## src/logic/conv_pkg.sv

```systemverilog
// shared widths and types for the conv engine, sums are 24-bit two's complement and wrap on overflow
package conv_pkg;

  localparam int WORD_WIDTH = 8;   // one pixel or one weight
  localparam int ACC_WIDTH  = 24;  // one accumulated sum

  // signed pixel or weight
  typedef logic signed [WORD_WIDTH-1:0]   word_t;

  // full-precision product of two words
  typedef logic signed [2*WORD_WIDTH-1:0] prod_t;

  // accumulated sum, wraps modulo 2^ACC_WIDTH
  typedef logic signed [ACC_WIDTH-1:0]    acc_t;

  // output side state
  typedef enum logic [0:0] {
    DRAIN_IDLE = 1'b0,  // waiting for a finished sum array
    DRAIN_SEND = 1'b1   // serializing the held array
  } drain_state_t;

endpackage

```

## src/logic/conv_beat_skid.sv

```systemverilog
// registered input side, the source must hold s_pixels, s_weights and s_last steady while stalled
`timescale 1ns/100ps

module conv_beat_skid import conv_pkg::*; #(
  parameter int UNITS   = 4,
  parameter int MEMBERS = 3
) (
  input  logic                          clk,
  input  logic                          rst_n,
  input  logic                          s_valid,
  output logic                          s_ready,
  input  logic                          s_last,
  input  logic [UNITS*WORD_WIDTH-1:0]   s_pixels,
  input  logic [MEMBERS*WORD_WIDTH-1:0] s_weights,
  output logic                          beat_valid,
  input  logic                          beat_ready,
  output logic                          beat_last,
  output logic [UNITS*WORD_WIDTH-1:0]   beat_pixels,
  output logic [MEMBERS*WORD_WIDTH-1:0] beat_weights
);

  logic                          spare_valid;
  logic                          spare_last;
  logic [UNITS*WORD_WIDTH-1:0]   spare_pixels;
  logic [MEMBERS*WORD_WIDTH-1:0] spare_weights;

  logic accept_in;
  logic main_free;

  assign accept_in = s_valid && s_ready;
  assign main_free = !beat_valid || beat_ready;  // main empties or hands off this cycle

  always_ff @(posedge clk or negedge rst_n) begin
    if (!rst_n) begin
      beat_valid  <= 1'b0;
      spare_valid <= 1'b0;
      s_ready     <= 1'b1;
    end else if (main_free) begin
      if (spare_valid) begin
        beat_valid  <= 1'b1;  // spare moves up, input is blocked meanwhile
        spare_valid <= 1'b0;
        s_ready     <= 1'b1;
      end else begin
        beat_valid <= accept_in;
      end
    end else if (accept_in) begin
      spare_valid <= 1'b1;  // beat in flight lands in the spare
      s_ready     <= 1'b0;  // both entries full
    end
  end

  always_ff @(posedge clk) begin
    if (main_free) begin
      if (spare_valid) begin
        beat_last    <= spare_last;
        beat_pixels  <= spare_pixels;
        beat_weights <= spare_weights;
      end else begin
        beat_last    <= s_last;
        beat_pixels  <= s_pixels;
        beat_weights <= s_weights;
      end
    end
    if (accept_in && !main_free) begin
      spare_last    <= s_last;
      spare_pixels  <= s_pixels;
      spare_weights <= s_weights;
    end
  end

endmodule

```

## src/logic/conv_engine.sv

```systemverilog
// conv engine top, pixels and weights are packed word 0 low and output words leave member-major
`timescale 1ns/100ps

module conv_engine import conv_pkg::*; #(
  parameter int UNITS   = 4,
  parameter int MEMBERS = 3
) (
  input  logic                          clk,
  input  logic                          rst_n,
  input  logic                          s_valid,
  output logic                          s_ready,
  input  logic                          s_last,
  input  logic [UNITS*WORD_WIDTH-1:0]   s_pixels,
  input  logic [MEMBERS*WORD_WIDTH-1:0] s_weights,
  output logic                          m_valid,
  input  logic                          m_ready,
  output acc_t                          m_data,
  output logic                          m_last
);

  logic                               beat_valid;
  logic                               beat_ready;
  logic                               beat_last;
  logic [UNITS*WORD_WIDTH-1:0]        beat_pixels;
  logic [MEMBERS*WORD_WIDTH-1:0]      beat_weights;
  logic                               sum_valid;
  logic                               sum_ready;
  logic [MEMBERS*UNITS*ACC_WIDTH-1:0] sums;

  conv_beat_skid #(.UNITS(UNITS), .MEMBERS(MEMBERS)) skid_i (
    .clk          (clk),
    .rst_n        (rst_n),
    .s_valid      (s_valid),
    .s_ready      (s_ready),
    .s_last       (s_last),
    .s_pixels     (s_pixels),
    .s_weights    (s_weights),
    .beat_valid   (beat_valid),
    .beat_ready   (beat_ready),
    .beat_last    (beat_last),
    .beat_pixels  (beat_pixels),
    .beat_weights (beat_weights)
  );

  conv_mac_array #(.UNITS(UNITS), .MEMBERS(MEMBERS)) mac_i (
    .clk          (clk),
    .rst_n        (rst_n),
    .beat_valid   (beat_valid),
    .beat_ready   (beat_ready),
    .beat_last    (beat_last),
    .beat_pixels  (beat_pixels),
    .beat_weights (beat_weights),
    .sum_valid    (sum_valid),
    .sum_ready    (sum_ready),
    .sums         (sums)
  );

  conv_sum_drain #(.UNITS(UNITS), .MEMBERS(MEMBERS)) drain_i (
    .clk       (clk),
    .rst_n     (rst_n),
    .sum_valid (sum_valid),
    .sum_ready (sum_ready),
    .sums      (sums),
    .m_valid   (m_valid),
    .m_ready   (m_ready),
    .m_data    (m_data),
    .m_last    (m_last)
  );

endmodule

```

## src/logic/conv_mac_array.sv

```systemverilog
// multiply and accumulate grid, a block runs until the beat with beat_last and sums wrap at ACC_WIDTH
`timescale 1ns/100ps

module conv_mac_array import conv_pkg::*; #(
  parameter int UNITS   = 4,
  parameter int MEMBERS = 3
) (
  input  logic                                 clk,
  input  logic                                 rst_n,
  input  logic                                 beat_valid,
  output logic                                 beat_ready,
  input  logic                                 beat_last,
  input  logic [UNITS*WORD_WIDTH-1:0]          beat_pixels,
  input  logic [MEMBERS*WORD_WIDTH-1:0]        beat_weights,
  output logic                                 sum_valid,
  input  logic                                 sum_ready,
  output logic [MEMBERS*UNITS*ACC_WIDTH-1:0]   sums
);

  logic beat_accept;
  logic first_q;    // next accepted beat opens a block
  logic tag_valid;  // product stage holds a beat
  logic tag_first;
  logic tag_last;
  logic bank_load;
  logic bank_busy;

  word_t pixel  [UNITS];
  word_t weight [MEMBERS];

  // a new last beat must not reach the bank while an earlier array still sits there
  assign bank_busy   = (sum_valid && !sum_ready) || (tag_valid && tag_last);
  assign beat_ready  = !(beat_valid && beat_last && bank_busy);
  assign beat_accept = beat_valid && beat_ready;
  assign bank_load   = tag_valid && tag_last;

  always_ff @(posedge clk or negedge rst_n) begin
    if (!rst_n) begin
      first_q   <= 1'b1;
      tag_valid <= 1'b0;
      tag_first <= 1'b0;
      tag_last  <= 1'b0;
    end else begin
      tag_valid <= beat_accept;
      if (beat_accept) begin
        first_q   <= beat_last;  // the beat after a last one starts fresh
        tag_first <= first_q;
        tag_last  <= beat_last;
      end
    end
  end

  always_ff @(posedge clk or negedge rst_n) begin
    if (!rst_n) begin
      sum_valid <= 1'b0;
    end else if (bank_load) begin
      sum_valid <= 1'b1;
    end else if (sum_ready) begin
      sum_valid <= 1'b0;
    end
  end

  for (genvar u = 0; u < UNITS; u++) begin : g_pixel
    assign pixel[u] = beat_pixels[u*WORD_WIDTH +: WORD_WIDTH];
  end

  for (genvar m = 0; m < MEMBERS; m++) begin : g_weight
    assign weight[m] = beat_weights[m*WORD_WIDTH +: WORD_WIDTH];
  end

  for (genvar m = 0; m < MEMBERS; m++) begin : g_member
    for (genvar u = 0; u < UNITS; u++) begin : g_unit
      prod_t prod_q;
      acc_t  acc_q;
      acc_t  acc_next;
      acc_t  bank_q;

      always_ff @(posedge clk) begin
        if (beat_accept) begin
          prod_q <= weight[m] * pixel[u];  // signed 8x8
        end
      end

      // load on the first beat of a block, add otherwise
      assign acc_next = tag_first ? acc_t'(prod_q) : acc_q + acc_t'(prod_q);

      always_ff @(posedge clk) begin
        if (tag_valid) begin
          acc_q <= acc_next;
        end
        if (bank_load) begin
          bank_q <= acc_next;  // takes the final sum, grid is free again
        end
      end

      assign sums[(m*UNITS+u)*ACC_WIDTH +: ACC_WIDTH] = bank_q;  // member-major
    end
  end

endmodule

```

## src/logic/conv_sum_drain.sv

```systemverilog
// serializes one finished sum array in member-major order, a new array is taken only after the last word
`timescale 1ns/100ps

module conv_sum_drain import conv_pkg::*; #(
  parameter int UNITS   = 4,
  parameter int MEMBERS = 3
) (
  input  logic                               clk,
  input  logic                               rst_n,
  input  logic                               sum_valid,
  output logic                               sum_ready,
  input  logic [MEMBERS*UNITS*ACC_WIDTH-1:0] sums,
  output logic                               m_valid,
  input  logic                               m_ready,
  output acc_t                               m_data,
  output logic                               m_last
);

  localparam int WORDS = MEMBERS * UNITS;
  localparam int IDX_W = (WORDS > 1) ? $clog2(WORDS) : 1;

  drain_state_t state;
  logic [IDX_W-1:0] idx;
  logic [WORDS*ACC_WIDTH-1:0] bank;
  logic final_word;
  logic take;

  assign take       = (state == DRAIN_IDLE) && sum_valid;
  assign final_word = (idx == IDX_W'(WORDS - 1));

  assign sum_ready = (state == DRAIN_IDLE);
  assign m_valid   = (state == DRAIN_SEND);
  assign m_last    = m_valid && final_word;
  assign m_data    = acc_t'(bank[idx*ACC_WIDTH +: ACC_WIDTH]);

  always_ff @(posedge clk or negedge rst_n) begin
    if (!rst_n) begin
      state <= DRAIN_IDLE;
      idx   <= '0;
    end else begin
      case (state)
        DRAIN_IDLE: begin
          if (sum_valid) begin
            state <= DRAIN_SEND;
            idx   <= '0;
          end
        end
        DRAIN_SEND: begin
          if (m_ready) begin
            if (final_word) begin
              state <= DRAIN_IDLE;
            end else begin
              idx <= idx + 1'b1;  // one word per accepted beat
            end
          end
        end
        default: state <= DRAIN_IDLE;
      endcase
    end
  end

  always_ff @(posedge clk) begin
    if (take) begin
      bank <= sums;  // frees the MAC output bank right away
    end
  end

endmodule

```

## config.mk

```make
export PLATFORM = sky130hd
export DESIGN_NAME = conv_engine
export DESIGN_NICKNAME = d
export VERILOG_FILES = /design/src/logic/conv_pkg.sv /design/src/logic/conv_beat_skid.sv /design/src/logic/conv_engine.sv /design/src/logic/conv_mac_array.sv /design/src/logic/conv_sum_drain.sv
export SDC_FILE = /design/constraint.sdc
export NUM_CORES = 2
export LEC_CHECK = 0
export BUFFER_PORTS_ARGS = -buffer_cell sky130_fd_sc_hd__buf_2
export CAP_MARGIN = 20
export CORE_ASPECT_RATIO = 0.5
export CORE_UTILIZATION = 35
export CTS_CLUSTER_SIZE = 14
export DETAILED_ROUTE_END_ITERATION = 6
export MAX_ROUTING_LAYER = met4
export PLACE_DENSITY = 0.47
export SETUP_SLACK_MARGIN = 0.5
export SLEW_MARGIN = 20
export SYNTH_ARGS = -nofsm -noshare
export SYNTH_HDL_FRONTEND = slang
export SYNTH_SLANG_ARGS = --single-unit
```

## constraint.sdc

```tcl
create_clock -name clk -period 16.85 [get_ports clk]
set_input_delay 3.37 -clock clk [delete_from_list [all_inputs] [get_ports clk]]
set_output_delay 3.37 -clock clk [all_outputs]
set_load 0.005 [all_outputs]
```

==> insert_results.sql <==
INSERT INTO impl_metrics (metric_group, metric, value, unit) VALUES
('sta', 'achievable-frequency', '138', 'MHz'),
('synthesis', 'post_synth_fa_ha_maj_area_fraction', '25.5', '%'),
('route', 'firstDrtPassIters', '6', ''),
('synthesis', 'synth_fp_nets', '8531', ''),
('synthesis', 'yosysUniqueCellTypes', '78', ''),
('route', 'routed_wire_length_per_instance', '21.3', 'microns'),
('sta', 'fin_hold_ws', '0.345', 'ns'),
('placed_design', 'hpwlAfterDp', '166000', 'microns'),
('clocking', 'cts_post_setup_buffers_inserted', '0', ''),
('finish', 'nets', '8589', ''),
('synthesis', 'yosys_warnings', '0', ''),
('finish', 'mostFrequentLayoutCell', 'edfxtp_1', ''),
('finish', 'instances_no_fill', '10500', ''),
('worst_setup_path', 'crit_arrival', '3.87', 'ns'),
('finish', 'syn_to_final_growth', '9.84', '%'),
('route', 'detail_route.vias_per_cell', '4.88', ''),
('route', 'drt-total-wl', '225000', 'microns'),
('finish', 'multi_input_logic_area', '42900', 'sq um'),
('clocking', 'ctsRootBufferMaster', 'clkbuf_16', ''),
('synthesis', 'synth_edf_count', '1170', ''),
('worst_setup_path', 'worstPathMaxFanout', '46', ''),
('sta', 'setup_tns', '0', 'ns'),
('die', 'die_width', '693', 'microns'),
('sta', 'rsz0062_at_grt', 'no', ''),
('synthesis', 'dominant_combinational_cell_family_by_area_after_synthesis', 'adder cells', ''),
('synthesis', 'synth-seq-cells', '1183', ''),
('sta', 'fin_crit_sh', '43.0', '%'),
('synthesis', 'synth_async_sr_flop_share', '1.10', '%'),
('route', 'via_count', '51400', ''),
('synthesis', 'synthesis.instances', '7173', ''),
('sta', 'slew_violations', '0', ''),
('worst_setup_path', 'worst_setup_path_end_kind', 'output pin', ''),
('global_route', 'grt_pass1_wl', '336000', 'microns'),
('placed_design', 'place.port_buffers', '87', ''),
('die', 'placement_rows', '126', ''),
('clocking', 'cts_tree', 'built', ''),
('global_route', 'grt_antenna_before_repair', '28', ''),
('global_route', 'first_global_vias', '50900', ''),
('synthesis', 'compound_gate_portion_of_the_synthesized_area', '8.53', '%'),
('worst_setup_path', 'startpoint_type', 'flip-flop', ''),
('sta', 'hold_viol_final', '0', ''),
('flow_run', 'timing.max_cap.violations', '0', ''),
('clocking', 'htree_levels', '3', ''),
('global_route', 'global_route.usage.total', '19.4', '%'),
('finish', 'mostFrequentLayoutCells', '1170 x edfxtp_1, 1134 x inv_1, 672 x fa_1', ''),
('status', 'outcome', 'finished, final reports clean', ''),
('sta', 'timing_worst_slew_pin_value', '1.22', 'ns'),
('route', 'detail_route.iter0.violations', '4236', ''),
('clocking', 'cts_max_path_buffers', '3', ''),
('synthesis', 'synthMuxAreaShare', '3.60', '%'),
('global_route', 'grt_overflow_total', '0', ''),
('clocking', 'cts_repair_resize_count', '0', ''),
('synthesis', 'synth-xor-area-share', '4.30', '%'),
('global_route', 'grt_start_max_net_pins', '134', ''),
('placed_design', 'globalplace.congestion', '0.858', ''),
('worst_setup_path', 'critical_path_class', 'flip-flop to output pin', ''),
('sta', 'layout_min_cycle_time', '7.24', 'ns'),
('die', 'placeableCoreArea', '237000', 'sq um'),
('clocking', 'cts_buffers', '118', ''),
('hold_path', 'timing.hold.worst.start', 'mac_i.g_member[0].g_unit[1].bank_q[0]$_DFFE_PP_', ''),
('sta', 'skew', '0.0958', 'ns'),
('clocking', 'worstSkewPairLatency', '0.81', 'ns'),
('synthesis', 'postSynth.topFlopCell', 'edfxtp_1', ''),
('finish', 'drive_gt1_share', '7.57', '%'),
('worst_setup_path', 'required', '13.48', 'ns'),
('route', 'antenna_left', '0', ''),
('route', 'drt_drc_violations_left', '0', ''),
('finish', 'layout.area.seq', '35500', 'sq um'),
('sta', 'timing.slew.headroom', '18.1', '%'),
('finish', 'finish.utilization', '38.8', '%'),
('die', 'ioPinCount', '88', '');
## worst max-delay path: stages, from the launching register on
cell and delay (ns):
dfrtp_4 0.83, buf_4 0.79, mux4_2 0.59, mux2i_1 0.38, o22ai_1 0.22, buf_2 0.21
## path summary, 6_finish.rpt
| kind | cells past startpoint | slack (ns) | to |
|---|---|---|---|
| max reg2reg | 18 | 11.17 | mac_i.g_member[1].g_unit[1].prod_q[12]$_DFFE_PP_ |
| max in group asynchronous | 1 | 13.66 | mac_i.tag_first$_DFFE_PN0P_ |
| min in group asynchronous | 1 | 2.59 | drain_i.idx[0]$_DFFE_PN0P_ |
| max | 5 | 9.61 | m_data[1] |
| min reg2reg | 0 | 0.35 | drain_i.bank[24]$_DFFE_PP_ |
| min | 0 | 0.35 | drain_i.bank[24]$_DFFE_PP_ |
## sequential cells by signal (all words and copies together) (netlist names), 4 cells and up
name                          cells
skid_i.beat_pixels               32
drain_i.idx                       4
mac_i.g_member.g_unit.prod_q    192
skid_i.spare_pixels              32
mac_i.g_member.g_unit.acc_q     288
skid_i.spare_weights             24
mac_i.g_member.g_unit.bank_q    288
skid_i.beat_weights              24
drain_i.bank                    288
## Yosys cell counts, types with 59 or more instances
master / count / area [sq um]
xor2_1: 145 / 1270
nand2_1: 522 / 1960
o21ai_0: 390 / 1950
fa_1: 672 / 13500
mux4_2: 72 / 1620
a21oi_1: 262 / 1310
inv_1: 1135 / 4260
nand2b_1: 59 / 369
mux2_2: 89 / 1000
nor2_1: 187 / 702
a21o_1: 172 / 1290
nor2b_1: 91 / 569
xnor2_1: 265 / 2320
clkbuf_1: 224 / 841
ha_1: 625 / 7820
edfxtp_1: 1170 / 35100
and2_1: 502 / 3140
## per-stage QoR
step	cell area [sq um]	worst slack, ns
global placement	87800	10.30
global route	91700	9.28
CTS	91700	9.38
floorplan	83500	1.70
detailed placement	87800	10.29
finish	91700	9.61
## area by class of cell
| cell class | count | share of cell area, % |
|---|---|---|
| clock inverter | 75 | 0.938 |
| antenna | 6 | 0.0164 |
| tap | 3200 | 4.36 |
| inverter | 1136 | 4.66 |
| timing repair buffer | 177 | 1.24 |
| multi-input combinational | 4615 | 46.8 |
| clock buffer | 142 | 3.32 |
| sequential | 1183 | 38.7 |
## cell families after synthesis
logic type                 after synthesis
DFF                                   1183
AOI/OAI and AO/OA                     1153
muxes                                  199
adders and majority gates             1297
buffers and inverters                 1375
xor gates and xnor gates               410
and+or+nand+nor                       1556
## per-layer routing
metal | GRT usage (%) | routed length (microns)
met3 | 4.16 | 15700
met5 | - | 0
met2 | 25.6 | 86300
met1 | 30.1 | 118000
met4 | 3.75 | 4400
Power is not shown: default switching activity piles up to over one toggle a cycle in this logic, so the estimate is an artifact.
